## src/hw/cdrx_pkg.sv

```systemverilog
// shared types for the multidrop bus receive path
// byte and length types, write/commit/read structs,
// FSM state enums and the APB register map

package cdrx_pkg;

    typedef logic [7:0]  byte_t;
    typedef logic [7:0]  frame_len_t;   // length minus one, 0 means 1 byte
    typedef logic [11:0] apb_addr_t;
    typedef logic [31:0] apb_word_t;

    // one byte into the frame being received
    typedef struct packed {
        logic  en;
        byte_t addr;    // offset within the frame
        byte_t data;
    } rx_wr_t;

    // end of frame, pulsed once per frame
    typedef struct packed {
        logic       switch;
        frame_len_t len;
        logic       err;
    } rx_commit_t;

    // consumer side requests
    typedef struct packed {
        logic  en;
        byte_t addr;
        logic  done;        // release the oldest frame
        logic  done_all;    // drop everything
    } rd_req_t;

    // state of the oldest stored frame
    typedef struct packed {
        logic       unread;
        logic       err;
        frame_len_t len;
    } rd_status_t;

    typedef enum logic [1:0] {
        ASM_IDLE,
        ASM_RECV,
        ASM_DROP
    } asm_state_t;

    typedef enum logic [1:0] {
        APB_IDLE,
        APB_ACCESS,
        APB_WAIT
    } apb_state_t;

    localparam apb_addr_t REG_STATUS = 12'h000;
    localparam apb_addr_t REG_LEN    = 12'h004;
    localparam apb_addr_t REG_CTRL   = 12'h008;
    localparam apb_addr_t DATA_BASE  = 12'h400;   // byte k at DATA_BASE + 4k

endpackage

```

## src/hw/apb_rx_reader.sv

```systemverilog
// APB slave on the read side of the frame store
// status, length, byte window and release control,
// one wait state per access, saturating dropped frame counter

`timescale 1ns/1ps

module apb_rx_reader
    import cdrx_pkg::*;
(
    input  logic       clk,
    input  logic       reset_n,

    input  logic       psel,
    input  logic       penable,
    input  logic       pwrite,
    input  apb_addr_t  paddr,
    input  apb_word_t  pwdata,
    output apb_word_t  prdata,
    output logic       pready,
    output logic       pslverr,

    input  rd_status_t status,
    input  byte_t      rd_byte,
    input  logic       switch_fail,
    output rd_req_t    rd
);

    apb_state_t state;
    apb_addr_t  addr_q;
    logic       write_q;
    logic [1:0] ctrl_q;         // done_all, done
    byte_t      drop_cnt;
    logic       in_window;
    logic       sel_status;
    logic       sel_len;
    logic       sel_ctrl;

    assign in_window  = addr_q[11:10] == DATA_BASE[11:10];
    assign sel_status = addr_q == REG_STATUS;
    assign sel_len    = addr_q == REG_LEN;
    assign sel_ctrl   = addr_q == REG_CTRL;

    // only CTRL takes writes
    assign pslverr = pready &&
                     (write_q ? !sel_ctrl : !(in_window || sel_status || sel_len || sel_ctrl));

    always_comb begin
        prdata = '0;
        if (in_window)
            prdata[7:0] = rd_byte;
        else if (sel_status)
            prdata = {16'd0, drop_cnt, 6'd0, status.err, status.unread};
        else if (sel_len)
            prdata[7:0] = status.len;
    end

    always_ff @(posedge clk) begin
        if (state == APB_IDLE && psel && !penable) begin
            addr_q <= paddr;
            ctrl_q <= pwdata[1:0];
        end
    end

    always_ff @(posedge clk or negedge reset_n) begin
        if (!reset_n) begin
            state   <= APB_IDLE;
            pready  <= 1'b0;
            write_q <= 1'b0;
            rd      <= '0;
        end else begin
            rd.en       <= 1'b0;
            rd.done     <= 1'b0;
            rd.done_all <= 1'b0;

            case (state)
                APB_IDLE: begin
                    if (psel && !penable) begin     // setup phase
                        state   <= APB_ACCESS;
                        write_q <= pwrite;
                        rd.en   <= !pwrite && paddr[11:10] == DATA_BASE[11:10];
                        rd.addr <= paddr[9:2];      // byte read lands before WAIT
                    end
                end
                APB_ACCESS: begin
                    state  <= APB_WAIT;
                    pready <= 1'b1;
                    if (write_q && sel_ctrl) begin
                        rd.done     <= ctrl_q[0];
                        rd.done_all <= ctrl_q[1];
                    end
                end
                default: begin
                    state  <= APB_IDLE;
                    pready <= 1'b0;
                end
            endcase
        end
    end

    always_ff @(posedge clk or negedge reset_n) begin
        if (!reset_n)
            drop_cnt <= '0;
        else if (rd.done_all)
            drop_cnt <= '0;
        else if (switch_fail && drop_cnt != 8'hff)
            drop_cnt <= drop_cnt + 8'd1;    // saturates at 255
    end

    a_ready_wait: assert property (
        @(posedge clk) disable iff (!reset_n)
        pready |-> state == APB_WAIT
    ) else $error("pready outside the wait state");

endmodule

```

## config.mk

```make
export PLATFORM = sky130hd
export DESIGN_NAME = apb_rx_reader
export DESIGN_NICKNAME = d
export VERILOG_FILES = /design/src/hw/cdrx_pkg.sv /design/src/hw/apb_rx_reader.sv
export SDC_FILE = /design/constraint.sdc
export NUM_CORES = 1
export LEC_CHECK = 0
export BUFFER_PORTS_ARGS = -buffer_cell sky130_fd_sc_hd__buf_2
export CAP_MARGIN = 20
export CORE_ASPECT_RATIO = 1.5
export CORE_MARGIN = 2
export CORE_UTILIZATION = 40
export CTS_BUF_LIST = sky130_fd_sc_hd__clkbuf_8
export CTS_CLUSTER_SIZE = 40
export DETAILED_ROUTE_END_ITERATION = 12
export GPL_ROUTABILITY_DRIVEN = 0
export PLACE_DENSITY = 0.81
export SYNTH_ARGS = -nofsm -noshare
export SYNTH_HDL_FRONTEND = slang
export SYNTH_SLANG_ARGS = --single-unit
```

## constraint.sdc

```tcl
create_clock -name clk -period 5 [get_ports clk]
set_clock_uncertainty 0.05 [all_clocks]
set_input_delay 0.5 -clock clk [delete_from_list [all_inputs] [get_ports clk]]
set_output_delay 0.5 -clock clk [all_outputs]
set_load 0.01 [all_outputs]
```

## Word-level counts from Yosys, hierarchy flattened

Cells that the tools add are included.

| operators by class | value |
|---|---|
| $add $sub $neg | 1 |
| reductions and logical operators | 18 |
| eq/ne operators | 7 |
| muxes and demuxes | 15 |

Operators with widths:

| operator | count |
|---|---|
| two-way mux 8 bit | 6 |
| two-way mux 24 bit | 1 |
| two-way mux 9 bit | 2 |
| equality test 12 x 3 -> 1 bit, second input constant | 1 |
| equality test 12 x 4 -> 1 bit, second input constant | 1 |
| logical NOT 12 bit | 1 |
| adder 8 x 1 -> 8 bit, second input constant | 1 |
| != test 8 bit, second input constant | 1 |
| logical AND 1 bit | 7 |
| equality test 2 x 1 -> 1 bit, second input constant | 3 |
| two-way mux 2 bit | 3 |
| logical NOT 1 bit | 4 |
| one-hot mux 2 bit (2 select lines) | 1 |
| logical OR 1 bit | 3 |
| logical NOT 2 bit | 1 |
| != test 2 x 1 -> 1 bit, second input constant | 1 |
| one-hot mux 1 bit (2 select lines) | 1 |
| AND reduction 2 bit | 1 |
| nonzero test 2 bit | 1 |
| two-way mux 1 bit | 1 |

| storage, ports and cells | value |
|---|---|
| input bits | 68 |
| bits in registers | 37 |
| output and inout bits | 45 |
| logic and storage cells | 51 |

## Longest topological paths before layout

| logic depth | value |
|---|---|
| depth after elaboration | 7 |
| depth in mapped cells | 5 |
| mapped depth without buffers | 5 |

## Least setup slack after synthesis

Ideal clock, no wire load.

| path | value |
|---|---|
| kind | register to output |
| start | register addr_q[10] |
| end | output port prdata[2] |
| path buffers | 0 |
| path slack | 3.092 ns |
| cell stages (with the launch flop) | 5 |
| arrival time | 1.358 ns |
| required time | 4.450 ns |
| cell sequence | edfxtp_1 -> nor4_4 -> nand3_4 -> nor3b_4 -> a22o_1 |

| on the way | value |
|---|---|
| longest elaborated chain between the ends | 4 |
| elaborated cells on any way between the ends | 6 |
| those cells by class | 2 x eq/ne; 3 x mux; 1 x reduce/logical |

RTL lines:

| element | RTL line | source |
|---|---|---|
| start: declaration | apb_rx_reader.sv:29 | `apb_addr_t addr_q;` |
| start signal: assignment | apb_rx_reader.sv:59 | `addr_q <= paddr;` |
| equality test 12 x 3 -> 1 bit | apb_rx_reader.sv:40 | `assign sel_len = addr_q == REG_LEN;` |
| two-way mux 8 bit | apb_rx_reader.sv:53 | `else if (sel_len)` |
| two-way mux 8 bit | apb_rx_reader.sv:51 | `else if (sel_status)` |
| two-way mux 8 bit (*) | apb_rx_reader.sv:49 | `if (in_window)` |
| end: declaration | apb_rx_reader.sv:18 | `output apb_word_t prdata,` |

Every way passes the cells marked *; elsewhere a longest branch is shown, timed or not.

## Worst setup path in the final report

| path | value |
|---|---|
| start | register addr_q[10] |
| end | output port prdata[6] |

The elaborated chain is that of the path after synthesis.

==> results_dict.tcl <==
set metrics [dict create \
    status "finished, violations left" \
    violations "DRC" \
    synth_top_family_by_area "simple AND/OR/NAND/NOR gates" \
    p_leak_nw 1.05 \
    drt_wl_total_um 3380 \
    synth.avg_cell_area_um2 12.5 \
    fin_crit_sh 0.477 \
    port_buffers 66 \
    cpMaxStageDelayCell "edfxtp_1" \
    clockPowerShare 0.250 \
    postCtsHoldBufs 0 \
    period_needed_ns 2.39 \
    critPathBufInv 1 \
    startpoint_type "register" \
    grt_pass1_wl_um 5350 \
    setup_viol 0 \
    root_buffer "clkbuf_8" \
    grt_start_max_net_pins 25 \
    ys_seq_area_frac 0.555 \
    synth_edf_count 14 \
    setup_slack_ns 2.61 \
    maxCapViolations 0 \
    p_per_area_nw_per_um2 349 \
    p_sw_frac 0.304 \
    tns_ns 0 \
    routedWlPerCell_um 13.1 \
    critPathKind "reg2out" \
    synth_common_cells "23 x dfrtp_1, 16 x buf_4, 14 x edfxtp_1" \
    ant_nets 0 \
    tightest_slew_ns 0.600 \
    mappedNetlistArea_um2 1790 \
    grt_overflow 0 \
    postCtsSetupRepairBufs 0 \
    required_ns 4.45 \
    synthAdderAreaFrac 0.00697 \
    cts_tree "yes" \
    internal_power_mw 0.535 \
    numCtsBuffers 5 \
    drtIter0Drc 38 \
    yosys_warnings 0 \
    synth.most_common_cell "dfrtp_1" \
    fin_hold_ws_ns 0.127 \
    design.portCount 113 \
    switchingPower_mw 0.234 \
    drc 9 \
    grt_use_total 0.142 \
    synth_xor_area_frac 0.00976 \
    clock_sinks 37 \
    clock_path_buffers 2 \
    synth_compound_gate_area_share 0.0690 \
    cp_cell_sequence "nor4_4 -> nand3_4 -> nor3b_4 -> a22o_1 -> buf_2" \
    finish.utilization 0.515 \
    hold_violations 0 \
    multi_input_area_um2 719 \
    dp_slack_ns 2.88 \
    diodes 0 \
    vdd_drop_max_mv 0.224 \
    crit_path_max_fanout 7 \
    start_util 0.419 \
    arrival_ns 1.84 \
    h-tree-depth 2 \
    p_total_mw 0.769 \
    syn_to_final_growth_pct 22.9 \
    worstHoldPathType "in2async" \
    vias 1283 \
    relSlewSlack 0.599 \
    row_count 29 \
    synth.top_cell.area_share 0.321 \
    pwr-share-seq 0.552 \
    synth-simple-area-share 0.191 \
    hpwl_um 2600 \
    clock.fmax_mhz 419 \
    fillers 384 \
    first_pass_iters 8 \
    die_w_um 58.7 \
    slew_viol_final 0 \
    netlist_top_cells_area "dfrtp_1 32%, edfxtp_1 23%, mux2_1 6.9%" \
    ys.flop_type "dfrtp_1" \
    nets 281 \
    antenna_found_initial 0 \
    max_stage_delay_ns 0.42 \
    die_area_um2 5050 \
    rsz0062_at_grt "false" \
    crit_family "simple AND/OR/NAND/NOR gates" \
    grt_pass1_vias 1213 \
    synth.largest_area_cell "dfrtp_1" \
    dieHeight_um 86.0 \
    regArea_um2 996 \
    synthMuxAreaShare 0.0858 \
    cts_resized 0 \
    comb_power_share 0.197 \
    vias_per_cell 4.95 \
    synth_cells 143 \
    synth_cell_types 38 \
    clkTransAtPathRegs_ns 0.07 \
    layout-drive-gt1-share 0.380 \
    async_flop_share 0.622 \
    ys_ff_latch 37 \
    clk_latency_ns 0.28 \
    core_um2 4280 \
    cp-end-kind "primary output" \
]
[metrics by stage]
stage	instance area, um^2	instances
floorplan	1850	158
global route	2200	259
global placement	2120	251
CTS	2200	259
detailed placement	2120	251
finish	2200	259
[cell type report]
class	instances	area share
clock buffers	5	0.0312
clock inverters	3	0.00795
inverters	2	0.00341
multi-input cells	99	0.326
flip-flops and latches	37	0.452
well taps	46	0.0261
repair buffers	67	0.153
[cells by family after synthesis]
logic type      Yosys count
compound gates           16
other cells               1
mux                      14
fa+ha+maj                 1
simple gates             50
flops                    37
buf+inv                  22
xor+xnor                  2
[cells in the final DEF (no fill, tap or decap), drive strengths merged, types with 3 or more instances in the layout]
cell type	count
a22o	6
and2	9
buf	67
clkbuf	5
conb	16
dfrtp	23
edfxtp	14
mux2	11
mux2i	3
nand2	4
nand3	5
nor2	12
nor2b	3
nor3	4
nor4	3
nor4b	3
[sequential cells by signal, indices dropped and copies added (netlist names)]
signal,cells
state,2
write_q,1
addr_q,12
ctrl_q,2
pready,1
drop_cnt,8
rd,11
[power groups by stage]
stage | registers (mW) | logic (mW) | clock network, mW
after floorplan | 0.424 | 0.0979 | 0
after global placement | 0.425 | 0.147 | 0
after detailed placement | 0.429 | 0.154 | 0
after CTS | 0.423 | 0.155 | 0.201
after global routing | 0.434 | 0.170 | 0.212
final | 0.425 | 0.152 | 0.193
[final timing paths]
path / start / endpoint / slack (ns) / cells after the start
min in group clk: paddr[0] / addr_q[0] / 0.34 / 1
hold reg to reg: ctrl_q[0] / rd[1] / 0.40 / 1
setup / recovery: addr_q[10] / prdata[6] / 2.61 / 5
setup reg to reg: drop_cnt[0] / drop_cnt[7] / 3.37 / 5
hold / removal: reset_n / rd[10] / 0.13 / 1
max in group asynchronous: reset_n / drop_cnt[1] / 4.42 / 1
[routing by layer]
| layer | vias up | part of all wire | track usage |
|---|---|---|---|
| met5 | - | 0 | 0 |
| met4 | 0 | 0.010 | 0.0661 |
| met3 | 2 | 0.085 | 0.0347 |
| met2 | 62 | 0.53 | 0.250 |
| met1 | 596 | 0.38 | 0.156 |
| li1 | 623 | - | - |
[worst reg2reg max path: cells and delay by family, from the launching register on]
family | cells | cell delay, ns
AOI/OAI and AO/OA | 1 | 0.26
adders and majority gates | 1 | 0.24
DFF | 1 | 0.39
muxes | 1 | 0.32
and+or+nand+nor | 2 | 0.26
No activity file was read; power rests on OpenSTA's default activity.
