`config.mk`:
```
export PLATFORM = sky130hd
export DESIGN_NAME = frame_assembler
export DESIGN_NICKNAME = d
export VERILOG_FILES = /design/src/hw/cdrx_pkg.sv /design/src/hw/frame_assembler.sv
export SDC_FILE = /design/constraint.sdc
export NUM_CORES = 1
export LEC_CHECK = 0
export ABC_AREA = 1
export BUFFER_PORTS_ARGS = -buffer_cell sky130_fd_sc_hd__buf_2
export CAP_MARGIN = 20
export CORE_MARGIN = 2
export CORE_UTILIZATION = 45
export DETAILED_ROUTE_END_ITERATION = 8
export PLACE_DENSITY_LB_ADDON = 0.05
export SLEW_MARGIN = 20
export SYNTH_ARGS = -nofsm -noshare
export SYNTH_HDL_FRONTEND = slang
export SYNTH_SLANG_ARGS = --single-unit
```
`constraint.sdc`:
```
create_clock -name clk -period 4.68 [get_ports clk]
set_clock_uncertainty 0.1 [all_clocks]
set_input_delay 0.702 -clock clk [delete_from_list [all_inputs] [get_ports clk]]
set_output_delay 0.702 -clock clk [all_outputs]
set_load 0.005 [all_outputs]
```
`src/hw/cdrx_pkg.sv`:
```
// shared types for the multidrop bus receive path
// byte and length types, write/commit/read structs,
// FSM state enums and the APB register map

package cdrx_pkg;

    typedef logic [7:0]  byte_t;
    typedef logic [7:0]  frame_len_t;   // length minus one, 0 means 1 byte
    typedef logic [11:0] apb_addr_t;
    typedef logic [31:0] apb_word_t;

    // one byte into the frame being received
    typedef struct packed {
        logic  en;
        byte_t addr;    // offset within the frame
        byte_t data;
    } rx_wr_t;

    // end of frame, pulsed once per frame
    typedef struct packed {
        logic       switch;
        frame_len_t len;
        logic       err;
    } rx_commit_t;

    // consumer side requests
    typedef struct packed {
        logic  en;
        byte_t addr;
        logic  done;        // release the oldest frame
        logic  done_all;    // drop everything
    } rd_req_t;

    // state of the oldest stored frame
    typedef struct packed {
        logic       unread;
        logic       err;
        frame_len_t len;
    } rd_status_t;

    typedef enum logic [1:0] {
        ASM_IDLE,
        ASM_RECV,
        ASM_DROP
    } asm_state_t;

    typedef enum logic [1:0] {
        APB_IDLE,
        APB_ACCESS,
        APB_WAIT
    } apb_state_t;

    localparam apb_addr_t REG_STATUS = 12'h000;
    localparam apb_addr_t REG_LEN    = 12'h004;
    localparam apb_addr_t REG_CTRL   = 12'h008;
    localparam apb_addr_t DATA_BASE  = 12'h400;   // byte k at DATA_BASE + 4k

endpackage

```
`src/hw/frame_assembler.sv`:
```
// frame assembler for the receive byte stream
// numbers the bytes of each frame, writes them to the frame RAM
// and issues one commit with length and error at the frame's end

`timescale 1ns/1ps

module frame_assembler
    import cdrx_pkg::*;
(
    input  logic       clk,
    input  logic       reset_n,

    input  logic       rx_valid,
    input  byte_t      rx_byte,
    input  logic       rx_end,      // last byte of the frame
    input  logic       rx_err,

    output rx_wr_t     wr,
    output rx_commit_t commit
);

    asm_state_t state;
    byte_t      cnt;        // offset of the next byte, wraps after 256
    logic       err_acc;    // any bad byte so far

    always_ff @(posedge clk or negedge reset_n) begin
        if (!reset_n) begin
            state   <= ASM_IDLE;
            cnt     <= '0;
            err_acc <= 1'b0;
            wr      <= '0;
            commit  <= '0;
        end else begin
            wr.en         <= 1'b0;
            commit.switch <= 1'b0;

            if (rx_valid) begin
                case (state)
                    ASM_IDLE: begin
                        // first byte always lands at offset 0
                        wr      <= '{en: 1'b1, addr: '0, data: rx_byte};
                        cnt     <= 8'd1;
                        err_acc <= rx_err;
                        if (rx_end)
                            commit <= '{switch: 1'b1, len: '0, err: rx_err};
                        else
                            state <= ASM_RECV;
                    end

                    ASM_RECV: begin
                        if (cnt == '0) begin
                            // byte 257, frame too long for the length field
                            state <= rx_end ? ASM_IDLE : ASM_DROP;
                        end else begin
                            wr      <= '{en: 1'b1, addr: cnt, data: rx_byte};
                            cnt     <= cnt + 8'd1;
                            err_acc <= err_acc | rx_err;
                            if (rx_end) begin
                                commit <= '{switch: 1'b1, len: cnt, err: err_acc | rx_err};
                                state  <= ASM_IDLE;
                            end
                        end
                    end

                    default: begin  // ASM_DROP, swallow the rest silently
                        if (rx_end)
                            state <= ASM_IDLE;
                    end
                endcase
            end
        end
    end

    // bus frames always carry a header, so two frame ends are never
    // adjacent and the RAM sees each commit after its write pointer settles
    a_single_commit: assert property (
        @(posedge clk) disable iff (!reset_n)
        commit.switch |=> !commit.switch
    ) else $error("back to back frame commits");

endmodule

```
# After elaboration in Yosys (flattened, before gate mapping)
# Index checks and enable logic that the tools add are counted.
# op_classes
n_addsub	1
n_eq_ne	5
n_mux	17
bitwise_logic	1
n_reduce_logical	6
# ops
op	n
10-bit two-way mux	4
17-bit two-way mux	2
17-bit case mux with 2 select lines	1
10-bit case mux with 2 select lines	1
8-bit case mux with 2 select lines	1
8-bit by 1-bit adder with 8-bit output (second input constant)	1
8-bit logical NOT	1
2-bit two-way mux	4
8-bit two-way mux	1
2-bit inequality test (second input constant)	4
5-bit AND reduction	1
2-bit case mux with 2 select lines	1
3-bit AND reduction	1
2-bit by 1-bit equality test with 1-bit output (second input constant)	1
2-bit logical NOT	1
1-bit case mux with 2 select lines	1
2-bit AND reduction	1
2-bit nonzero test	1
1-bit two-way mux	1
1-bit bitwise OR	1
# totals
regBits	38
out_inout_bits	27
word_cells	39

# Depth between registers and ports, before layout
# Gate-level depths: netlist of the first run.
# logic_depth
ltp_word	5
ltp_mapped	10
depth_no_buf	9

# Worst setup path after synthesis of the first run
# No wires, ideal clock.
# synth_path
path_kind	input -> register
startpoint	input port rx_end
endpoint	register commit[0] (netlist bit)
setup_ps	117
arrival_ps	1283
t_required_ps	4463
setup_slack_ps	3180
path_stages	4
path_cell_list	clkbuf_1 nand4_2 nand2_1 nand2_1
# synth_via
elab_chain_len	2
word_cells_on_any_way	3
classes_between	eq/ne (2); reduce/logical (1)
# synth_lines
element	line	rtl
start: declaration	frame_assembler.sv:15	input logic rx_end,
2-bit inequality test (no line)	-	
5-bit AND reduction (no line) (*)	-	
end signal: assignment	frame_assembler.sv:45	commit <= '{switch: 1'b1, len: '0, err: rx_err};
end signal: assignment	frame_assembler.sv:59	commit <= '{switch: 1'b1, len: cnt, err: err_acc | rx_err};
end: declaration	frame_assembler.sv:19	output rx_commit_t commit
# Mark *: on every way between the ends. The rest lies on a longest branch, timed or not.
# A chain may end at the register's enable or synchronous reset.

# Worst setup path in the final report of the first run
# layout_path
startpoint	register cnt[0]
endpoint	register wr[14] (netlist bit)
# layout_via
elab_chain_len	3
# layout_lines
element	line	rtl
start: declaration	frame_assembler.sv:23	byte_t cnt;
start signal: assignment	frame_assembler.sv:56	cnt <= cnt + 8'd1;
8-bit logical NOT	frame_assembler.sv:51	if (cnt == '0) begin
2-bit inequality test (no line)	-	
3-bit AND reduction (no line)	-	
end signal: assignment	frame_assembler.sv:41	wr <= '{en: 1'b1, addr: '0, data: rx_byte};
end signal: assignment	frame_assembler.sv:55	wr <= '{en: 1'b1, addr: cnt, data: rx_byte};
end: declaration	frame_assembler.sv:18	output rx_wr_t wr,
# No other way between the ends.

==> run summary, run 1 <==
=============================================================================
Status .........................................................    completed
Maximum operating frequency ....................................      560 MHz
Worst Setup Start Kind .........................................         flop
Sink Count .....................................................           38
Portion of the post-synthesis area used by sequential elements .        0.521
Yosys top cell by area .........................................      dfrtp_1
Antenna violations before repair ...............................            0
Power, Total ...................................................      1.03 mW
Crit path kind ................................................. flop to flop
Clock tree from TritonCTS ......................................        built
Largest fanout on the critical path ............................           34
Cells taking the most area after synthesis ..................... dfrtp_1 (52%), nand2_1 (19%), nand3_1 (5.5%), inv_1 (2.5%), nor2_1 (2.5%)
Number of nets produced by synthesis ...........................          237
Endpoint type of the worst setup path ..........................         flop
Row Count ......................................................           23
Area growth from synthesis to layout ...........................        15.2%
Fraction of layout cells with a size suffix above 1 ............        0.253
DRT iter0 DRCs .................................................           96
Total iterations of the first detailed-routing run .............            4
Buffers and inverters on the worst path ........................            2
Top cells by instance count after synthesis .................... nand2_1 (94), dfrtp_1 (38), nand3_1 (20)
Most frequent cell after synthesis .............................      nand2_1
Total inserted antenna cells ...................................            0
Worst path top cell family by delay ............................ simple AND/OR/NAND/NOR gates
Count of input and output buffers ..............................           39
Min Tclk post-route ............................................      1.78 ns
Post-CTS repair timing setup buffer count ......................            0
Number of synthesized register bits ............................           38
Number of enable flip-flop cells after synthesis ...............            0
Residual DRC count .............................................            0
Largest stage delay on the critical path .......................      0.41 ns
Die area .......................................................  0.00458 mm²
Cell area after technology mapping .............................  0.00183 mm²
Commonest register cell after synthesis ........................      dfrtp_1
DR vias/cell ...................................................         4.74
P per Cell Area ................................................   492 mW/mm²
Die extent in x ................................................      67.7 µm
Number of global-route vias before repair ......................         1323
Endpoints failing setup ........................................            0
Post-layout instance area ......................................  0.00210 mm²
Total length of routed wires ...................................      3680 µm
CTS-repair resized insts .......................................            0
Final cell utilization of the core .............................        0.533
Fin Setup TNS ..................................................         0 ns
Quantity of hold-fixing buffers added after cts ................            0
Number of placed I/O pins ......................................           40
Slowest library cell on the worst path .........................      dfrtp_1
Clock transition at path regs ..................................      0.07 ns
Fin Hold WS ....................................................     0.376 ns
Final worst path period share ..................................        0.381
Residual overflow from global routing ..........................            0
Ys async rst share .............................................         1.00
Worst-case headroom to the max-slew limit ......................        0.456
Average cell area after synthesis ..............................     8.22 µm²
Yosys cell types ...............................................           24
First-pass GRT wire length .....................................      6040 µm
Cell-by-cell trace of the critical path ........................ inv_1 -> ha_1 -> nand2_2 -> nor2_4 -> nand3_4 -> nand3_4 -> inv_6 -> nand2_1 -> nand2_1
Number of buffers added by the clock tree synthesis step .......            5
GRT Overall Usage ..............................................        0.179
Slew Limit Fails ...............................................            0
Synthesis Warnings .............................................            0
Clock Path Buffers .............................................            2
Worst path arrival time ........................................      1.92 ns
Average wire length per cell after detail routing ..............      11.8 µm
Die Y ..........................................................      67.7 µm
Deepest level of the CTS H-tree ................................            2
Initial Utilization ............................................        0.463
Synthesized instance count .....................................          222
Post-Place Cell Area ...........................................  0.00201 mm²
Clock latency on the worst-skew pair ...........................      0.29 ns
Req. time, crit path ...........................................      4.81 ns
Core Footprint .................................................  0.00394 mm²
Final count of hold timing violations ..........................            0
HPWL reported at the end of detailed placement .................      2650 µm
Total of max-cap violations ....................................            0
Worst hold-check path type ..................................... flop to flop
Clk root buf ...................................................     clkbuf_8
Overall via count from detail_route ............................         1473
Final net count ................................................          275
Unrepaired setup endpoints after global routing ................        false
Static leakage power ...........................................      1.19 nW
Tightest Pin Transition ........................................     0.815 ns
Peak VDD IR ....................................................   0.000207 V
Top cell type's share of synthesized area ......................        0.521
Final Wtd Congestion ...........................................        0.808
Number of routed nets with antenna violations ..................            0
Largest net degree at the start of global routing ..............           39
=============================================================================
## flip-flops by register name, summed over array words and instances, names as in the netlist
signal and cells:
wr 17, commit 10, cnt 8, state 2, err_acc 1
## report_power, final
part,switching (mW),internal [mW],total [mW]
combinational,0.222,0.124,0.346
sequential,0.0509,0.402,0.453
clock,0.117,0.118,0.236
total,0.391,0.644,1.03
## routing by layer
layer	up-vias	routed length, µm	track usage	share of wire
li1	767	-	-	-
met1	674	1820	0.241	0.50
met2	26	1630	0.279	0.44
met3	6	172	0.0500	0.047
met4	0	48	0.0536	0.013
met5	-	0	0	0
## placed cells by master (no fill, tap or decap), types with 2 or more instances in the layout
cell / synthesis / routed
ha_1: 2 / 2
buf_2: 2 / 39
o21ai_1: 7 / 7
nor2_1: 12 / 12
dfrtp_1: 38 / 38
nand2_2: 6 / 6
nand4_1: 2 / 2
nor2_2: 2 / 2
inv_1: 12 / 12
clkbuf_8: 0 / 6
o21ai_0: 6 / 6
nand2_1: 94 / 94
inv_2: 5 / 5
nand3_4: 2 / 2
nand3_1: 20 / 20
## worst reg2reg max path: cells and delay by family, from the launching register on
kind	cells	cell delay, ns
simple gates	6	0.66
flops	1	0.41
buf+inv	2	0.35
fa+ha+maj	1	0.20
## final cells by class
| class | instances | area [µm²] |
|---|---|---|
| Sequential cell | 38 | 951 |
| Fill cell | 397 | 1840 |
| Multi-Input combinational cell | 158 | 727 |
| Tap cell | 50 | 62.6 |
| Timing Repair Buffer | 39 | 195 |
| Clock buffer | 6 | 82.6 |
| Clock inverter | 2 | 12.5 |
| Inverter | 18 | 72.6 |
## per-stage QoR
step / worst slack [ns] / std cells
2_1_floorplan: 3.18 / 222
3_3_place_gp: 2.77 / 303
3_5_place_dp: 2.74 / 303
4_1_cts: 2.88 / 311
5_1_grt: 2.73 / 311
6_report: 2.90 / 311
## path summary, 6_finish.rpt
kind | startpoint | to | slack (ns) | cells past startpoint
worst min register to register | commit[0] | commit[0] | 0.38 | 2
worst min-delay path | commit[0] | commit[0] | 0.38 | 2
max in group asynchronous | reset_n | wr[8] | 3.56 | 1
worst max-delay path | cnt[0] | wr[14] | 2.90 | 9
worst max register to register | cnt[0] | wr[14] | 2.90 | 9
min in group asynchronous | reset_n | err_acc | 0.40 | 1
## cell families after synthesis
logic type               Yosys count  synth area share
AND/OR/NAND/NOR                  141             0.343
flip-flops                        38             0.521
buffers and inverters             26            0.0809
AO/OA/AOI/OAI                     15            0.0418
adder cells (fa/ha/maj)            2            0.0137
No activity file was read; power rests on OpenSTA's default activity.
==> inputs of run 2 (changes only) <==
clock period = 1.9 ns   (was 4.68 ns; I/O delays follow)
==> run summary, run 2 (synthesized netlist as in run 1, its figures left out) <==
========================================================================
Number of global-route vias before repair .................         1350   +2.0%
Reported net switching power ..............................       976 µW   +150%
Static leakage power ......................................      1.22 nW   +2.8%
Core Footprint ............................................  0.00394 mm²   unchanged
HPWL reported at the end of detailed placement ............      2720 µm   +2.7%
Most Frequent Cell on Critical Path .......................      nand3_4
R2r setup slk .............................................      0.25 ns   -2.65 ns
DR top layer ..............................................         met4
Final count of hold timing violations .....................            0   unchanged
Largest net degree at the start of global routing .........           21   -46%
Total inserted antenna cells ..............................            0   unchanged
Peak VDD IR ...............................................   0.000688 V   +230%
Total iterations of the first detailed-routing run ........            4   unchanged
DR vias/cell ..............................................         4.67   -1.3%
Most common cell after layout, fill and taps aside ........      nand2_1
Endpoint of the lowest-slack register-to-register path ....       cnt[7]
Total of max-cap violations ...............................            0   unchanged
Initial Utilization .......................................        0.463   unchanged
Post-Place Cell Area ......................................  0.00206 mm²   +2.7%
GRT Overall Usage .........................................        0.191   +0.0117
Post-layout instance area .................................  0.00217 mm²   +3.1%
Largest registers ......................................... wr (17), commit (10), cnt (8)
Row Count .................................................           23   unchanged
Min Tclk post-route .......................................      1.65 ns   -0.135 ns
Endpoints failing setup ...................................            0   unchanged
Status ....................................................    completed
Number of buffers added by the clock tree synthesis step ..            5   unchanged
Cells on Worst Hold Path ..................................            3   +1
Cell-by-cell trace of the critical path ................... inv_1 -> ha_1 -> nand2_2 -> nor2_4 -> nand3_4 -> nand3_4 -> buf_12 -> nand2_1 -> o21ai_0
Fraction of layout cells with a size suffix above 1 .......        0.263   +0.0103
DRT iter0 DRCs ............................................          110   +15%
Req. time, crit path ......................................      1.98 ns   -2.83 ns
Wire length on met3 .......................................       173 µm   +0.58%
Worst Setup Start Kind ....................................         flop
Combinational share of power ..............................        0.350   +0.015
Power, Total ..............................................      2.61 mW   +150%
Commonest cells after routing, fill and taps aside ........ nand2_1 (94), buf_2 (39), dfrtp_1 (38)
Die Y .....................................................      67.7 µm   unchanged
Final net count ...........................................          280   +1.8%
Sink Count ................................................           38   unchanged
Crit path kind ............................................ flop to flop
Unrepaired setup endpoints after global routing ...........        false
Largest reg by FF count ...................................           wr
Worst path top cell family by delay ....................... simple AND/OR/NAND/NOR gates
Worst path arrival time ...................................      1.73 ns   -0.19 ns
Cell count after placement ................................          307   +1.3%
Buffers and inverters on the worst path ...................            2   unchanged
Clock Path Buffers ........................................            2   unchanged
Deepest level of the CTS H-tree ...........................            2   unchanged
Hold Crit Start ...........................................   rx_byte[4]
First-pass GRT wire length ................................      6430 µm   +6.4%
Worst-case headroom to the max-slew limit .................        0.688   +0.231
Clock transition at path regs .............................      0.08 ns   about the same
Antenna violations before repair ..........................            0   unchanged
Overall via count from detail_route .......................         1477   +0.27%
Largest fanout on the critical path .......................           19   -44%
Average wire length per cell after detail routing .........      11.5 µm   -2.7%
Origin of the critical flop-to-flop path ..................       cnt[0]
Clock tree from TritonCTS .................................        built
Worst hold-check path type ................................ primary input to flop
Worst R2R Path Depth ......................................            9   unchanged
Post-CTS repair timing setup buffer count .................            0   unchanged
Count of input and output buffers .........................           39   unchanged
Tightest Pin Transition ...................................     0.469 ns   -0.347 ns
Quantity of hold-fixing buffers added after cts ...........            1   +1
Slew Limit Fails ..........................................            0   unchanged
Number of placed I/O pins .................................           40   unchanged
Number of flip-flops in the largest register ..............           17   unchanged
Endpoint type of the worst setup path .....................         flop
Final cell utilization of the core ........................        0.550   +0.0165
Part of the total power dissipated in the clock network ...        0.223   -0.005
Worst Hold Path EP ........................................        wr[4]
Maximum operating frequency ...............................      606 MHz   +8.2%
Die area ..................................................  0.00458 mm²   unchanged
CTS-repair resized insts ..................................            0   unchanged
Residual overflow from global routing .....................            0   unchanged
Die extent in x ...........................................      67.7 µm   unchanged
Slowest library cell on the worst path ....................      dfrtp_1
Clock latency on the worst-skew pair ......................      0.29 ns   about the same
Power Internal ............................................      1.63 mW   +150%
Fin Setup TNS .............................................         0 ns   unchanged
Switching share of power ..................................        0.374   -0.00329
Reg power frac ............................................        0.428   -0.010
Clk root buf ..............................................     clkbuf_8
Area growth from synthesis to layout ......................        18.8%
Total length of routed wires ..............................      3640 µm   -1.1%
Final worst path period share .............................        0.868   +0.487
Number of cells in the finished layout apart from fillers .          316   +1.6%
P per Cell Area ...........................................  1200 mW/mm²   +140%
Residual DRC count ........................................            0   unchanged
Detailed-routed wire length on met2 .......................      1560 µm   -4.7%
Number of routed nets with antenna violations .............            0   unchanged
Largest stage delay on the critical path ..................      0.41 ns   about the same
Final Wtd Congestion ......................................        0.810   +0.35%
Routed metal-1 wire length ................................      1850 µm   +1.4%
========================================================================
## run 2: changes by cell type in the layout (fill, tap and decap cells not counted), sizes merged
cell	delta
dlygate4sd3	+1
buf	+4
## run 2: worst max path at each step
stage,from,endpoint,slack [ns],cells past startpoint
detailed placement,cnt[0],cnt[7],0.24,9
finish,cnt[0],cnt[7],0.25,9
global route,cnt[0],cnt[7],0.08,8
floorplan,cnt[0],wr[15],0.41,10
global placement,cnt[0],cnt[6],0.27,9
CTS,cnt[0],cnt[6],0.23,9
## run 2: power groups by stage
stage / registers [mW] / logic [mW] / clock network (mW)
floorplan: 1.13 / 0.665 / 0
global placement: 1.13 / 0.926 / 0
detailed placement: 1.13 / 0.923 / 0
CTS: 1.12 / 0.927 / 0.598
global route: 1.14 / 1.08 / 0.631
finish: 1.12 / 0.912 / 0.581
## run 2: layout make-up
class / instances / area [µm²]
fill: 389 / 1770
multi-input combinational: 158 / 727
tap: 50 / 62.6
sequential: 38 / 951
timing repair buffer: 44 / 260
clock buffer: 6 / 82.6
inverter: 18 / 72.6
clock inverter: 2 / 12.5
## run 2: worst min-delay path: cells and delay by family
family                 cells  cell delay, ns
AND/OR/NAND/NOR            2            0.08
buffers and inverters      1            0.07
## run 2: per-layer routing
layer / GRT usage / up-vias
met3: 0.0550 / 6
li1: - / 779
met5: 0 / -
met1: 0.265 / 656
met4: 0.0689 / 0
met2: 0.281 / 36
## run 2: through the flow
step	setup WS, ns	hold slack (ns)
finish	0.250	0.0788
global route	0.0759	0.0814
CTS	0.230	0.0710
detailed placement	0.237	0.165
global placement	0.269	0.158
floorplan	0.415	-0.111
==> inputs of run 3 (changes only) <==
PLACE_DENSITY = 0.7   (was not set)
PLACE_DENSITY_LB_ADDON = not set   (was 0.05)
==> run summary, run 3 (synthesized netlist as in run 1, its figures left out) <==
=======================================================================
GRT Overall Usage ........................................        0.191   about the same
Die Y ....................................................      67.7 µm   unchanged
Total length of routed wires .............................      3790 µm   +4.2%
Number of buffers added by the clock tree synthesis step .            5   unchanged
Final count of hold timing violations ....................            0   unchanged
Largest fanout on the critical path ......................           16   -3
Antenna violations before repair .........................            0   unchanged
Clock transition at path regs ............................      0.07 ns   about the same
Min Tclk post-route ......................................      1.64 ns   -0.0140 ns
Met1 Use GR ..............................................        0.260   -0.00486
Largest net degree at the start of global routing ........           39   +86%
Area growth from synthesis to layout .....................        19.5%
GR met3 Demand/Resource ..................................       0.0517   -0.00333
Static leakage power .....................................      1.23 nW   +0.81%
Largest registers ........................................ wr (17), commit (10), cnt (8)
Deepest level of the CTS H-tree ..........................            2   unchanged
Peak VDD IR ..............................................   0.000741 V   +7.7%
Number of global-route vias before repair ................         1388   +2.8%
DRT iter0 DRCs ...........................................          120   +9.1%
Clock latency on the worst-skew pair .....................      0.29 ns   about the same
Final worst path period share ............................        0.861   -0.00737
Maximum operating frequency ..............................      611 MHz   +0.86%
Worst-case headroom to the max-slew limit ................        0.739   +0.0518
Endpoints failing setup ..................................            0   unchanged
Number of placed I/O pins ................................           40   unchanged
Req. time, crit path .....................................      1.98 ns   about the same
Clk root buf .............................................     clkbuf_8
Largest reg by FF count ..................................           wr
Die area .................................................  0.00458 mm²   unchanged
Post-Place Cell Area .....................................  0.00206 mm²   -0.24%
Total iterations of the first detailed-routing run .......            4   unchanged
Worst hold-check path type ............................... primary input to flop
Final net count ..........................................          281   +0.36%
Grt met2 use .............................................        0.283   +0.00245
Worst path arrival time ..................................      1.71 ns   -0.02 ns
Sink Count ...............................................           38   unchanged
Post-layout instance area ................................  0.00218 mm²   +0.58%
Core Footprint ...........................................  0.00394 mm²   unchanged
Initial Utilization ......................................        0.463   unchanged
Count of input and output buffers ........................           39   unchanged
Slew Limit Fails .........................................            0   unchanged
Row Count ................................................           23   unchanged
P per Cell Area ..........................................  1250 mW/mm²   +3.5%
Fraction of layout cells with a size suffix above 1 ......        0.263   unchanged
HPWL reported at the end of detailed placement ...........      2680 µm   -1.3%
Number of routed nets with antenna violations ............            0   unchanged
Power, Total .............................................      2.72 mW   +4.1%
Fin Setup TNS ............................................         0 ns   unchanged
Endpoint type of the worst setup path ....................         flop
First-pass GRT wire length ...............................      6380 µm   -0.86%
Number of flip-flops in the largest register .............           17   unchanged
Total inserted antenna cells .............................            0   unchanged
Residual DRC count .......................................            0   unchanged
Total of max-cap violations ..............................            0   unchanged
Worst Setup Slack, final .................................     0.264 ns   +0.0140 ns
Average wire length per cell after detail routing ........      12.0 µm   +4.2%
Clock tree from TritonCTS ................................        built
Die extent in x ..........................................      67.7 µm   unchanged
Commonest cells after routing, fill and taps aside ....... nand2_1 (94), buf_2 (39), dfrtp_1 (38)
Tightest Pin Transition ..................................     0.391 ns   -0.0782 ns
Most common cell after layout, fill and taps aside .......      nand2_1
Worst Setup Start Kind ...................................         flop
Overall via count from detail_route ......................         1524   +3.2%
Worst Setup Slack post-DPL ...............................     0.262 ns   +0.0251 ns
Crit path kind ........................................... flop to flop
Most utilized layer in the global route result ...........         met2
Status ...................................................    completed
Final Wtd Congestion .....................................        0.894   +10%
Clock Path Buffers .......................................            2   unchanged
Residual overflow from global routing ....................            0   unchanged
Unrepaired setup endpoints after global routing ..........        false
DR vias/cell .............................................         4.82   +3.2%
=======================================================================
## run 3: power by group
part	total, mW	internal [mW]	switching [mW]
sequential	1.12	0.991	0.131
clock	0.688	0.420	0.268
combinational	0.906	0.344	0.562
total	2.72	1.75	0.961
## run 3: final cells by class
class | instances | area (µm²)
Clock buffer | 6 | 82.6
Clock inverter | 1 | 30.0
Fill cell | 377 | 1760
Inverter | 18 | 72.6
Multi-Input combinational cell | 158 | 727
Sequential cell | 38 | 951
Tap cell | 50 | 62.6
Timing Repair Buffer | 45 | 255
## run 3: repair_timing
action / in CTS / in global routing
hold buffers: 1 / 0
endpoints found under the setup margin: 0 / 0
gates resized for setup: 0 / 0
hold endpoints to repair: 38 / 0
buffers inserted: 0 / 0
## run 3: final timing paths
kind / slack [ns] / cells after the start / from / to
max: 0.26 / 8 / cnt[0] / cnt[7]
min: 0.08 / 3 / rx_byte[4] / wr[4]
max reg2reg: 0.26 / 8 / cnt[0] / cnt[7]
min reg2reg: 0.38 / 2 / wr[10] / wr[10]
max in group asynchronous: 1.12 / 3 / reset_n / state[1]
min in group asynchronous: 0.38 / 3 / reset_n / err_acc
## run 3: per-stage QoR
stage | std cells | hold WS, ns | utilization
finish | 316 | 0.0799 | 0.553
global route | 316 | 0.0943 | 0.553
CTS | 316 | 0.0799 | 0.553
detailed placement | 308 | 0.168 | 0.522
global placement | 308 | 0.170 | 0.522
floorplan | 222 | -0.111 | -
## run 3: worst max-delay path, stage by stage, from the launching register on
cell,delay (ns)
dfrtp_1,0.42
inv_1,0.07
ha_1,0.15
nand2_2,0.07
nor2_4,0.13
nand3_4,0.10
nand3_4,0.18
buf_4,0.22
o21ai_0,0.09
## run 3: routing by layer
metal / up-vias / wire (µm)
li1: 775 / -
met1: 704 / 1820
met2: 40 / 1690
met3: 5 / 218
met4: 0 / 61
met5: - / 0
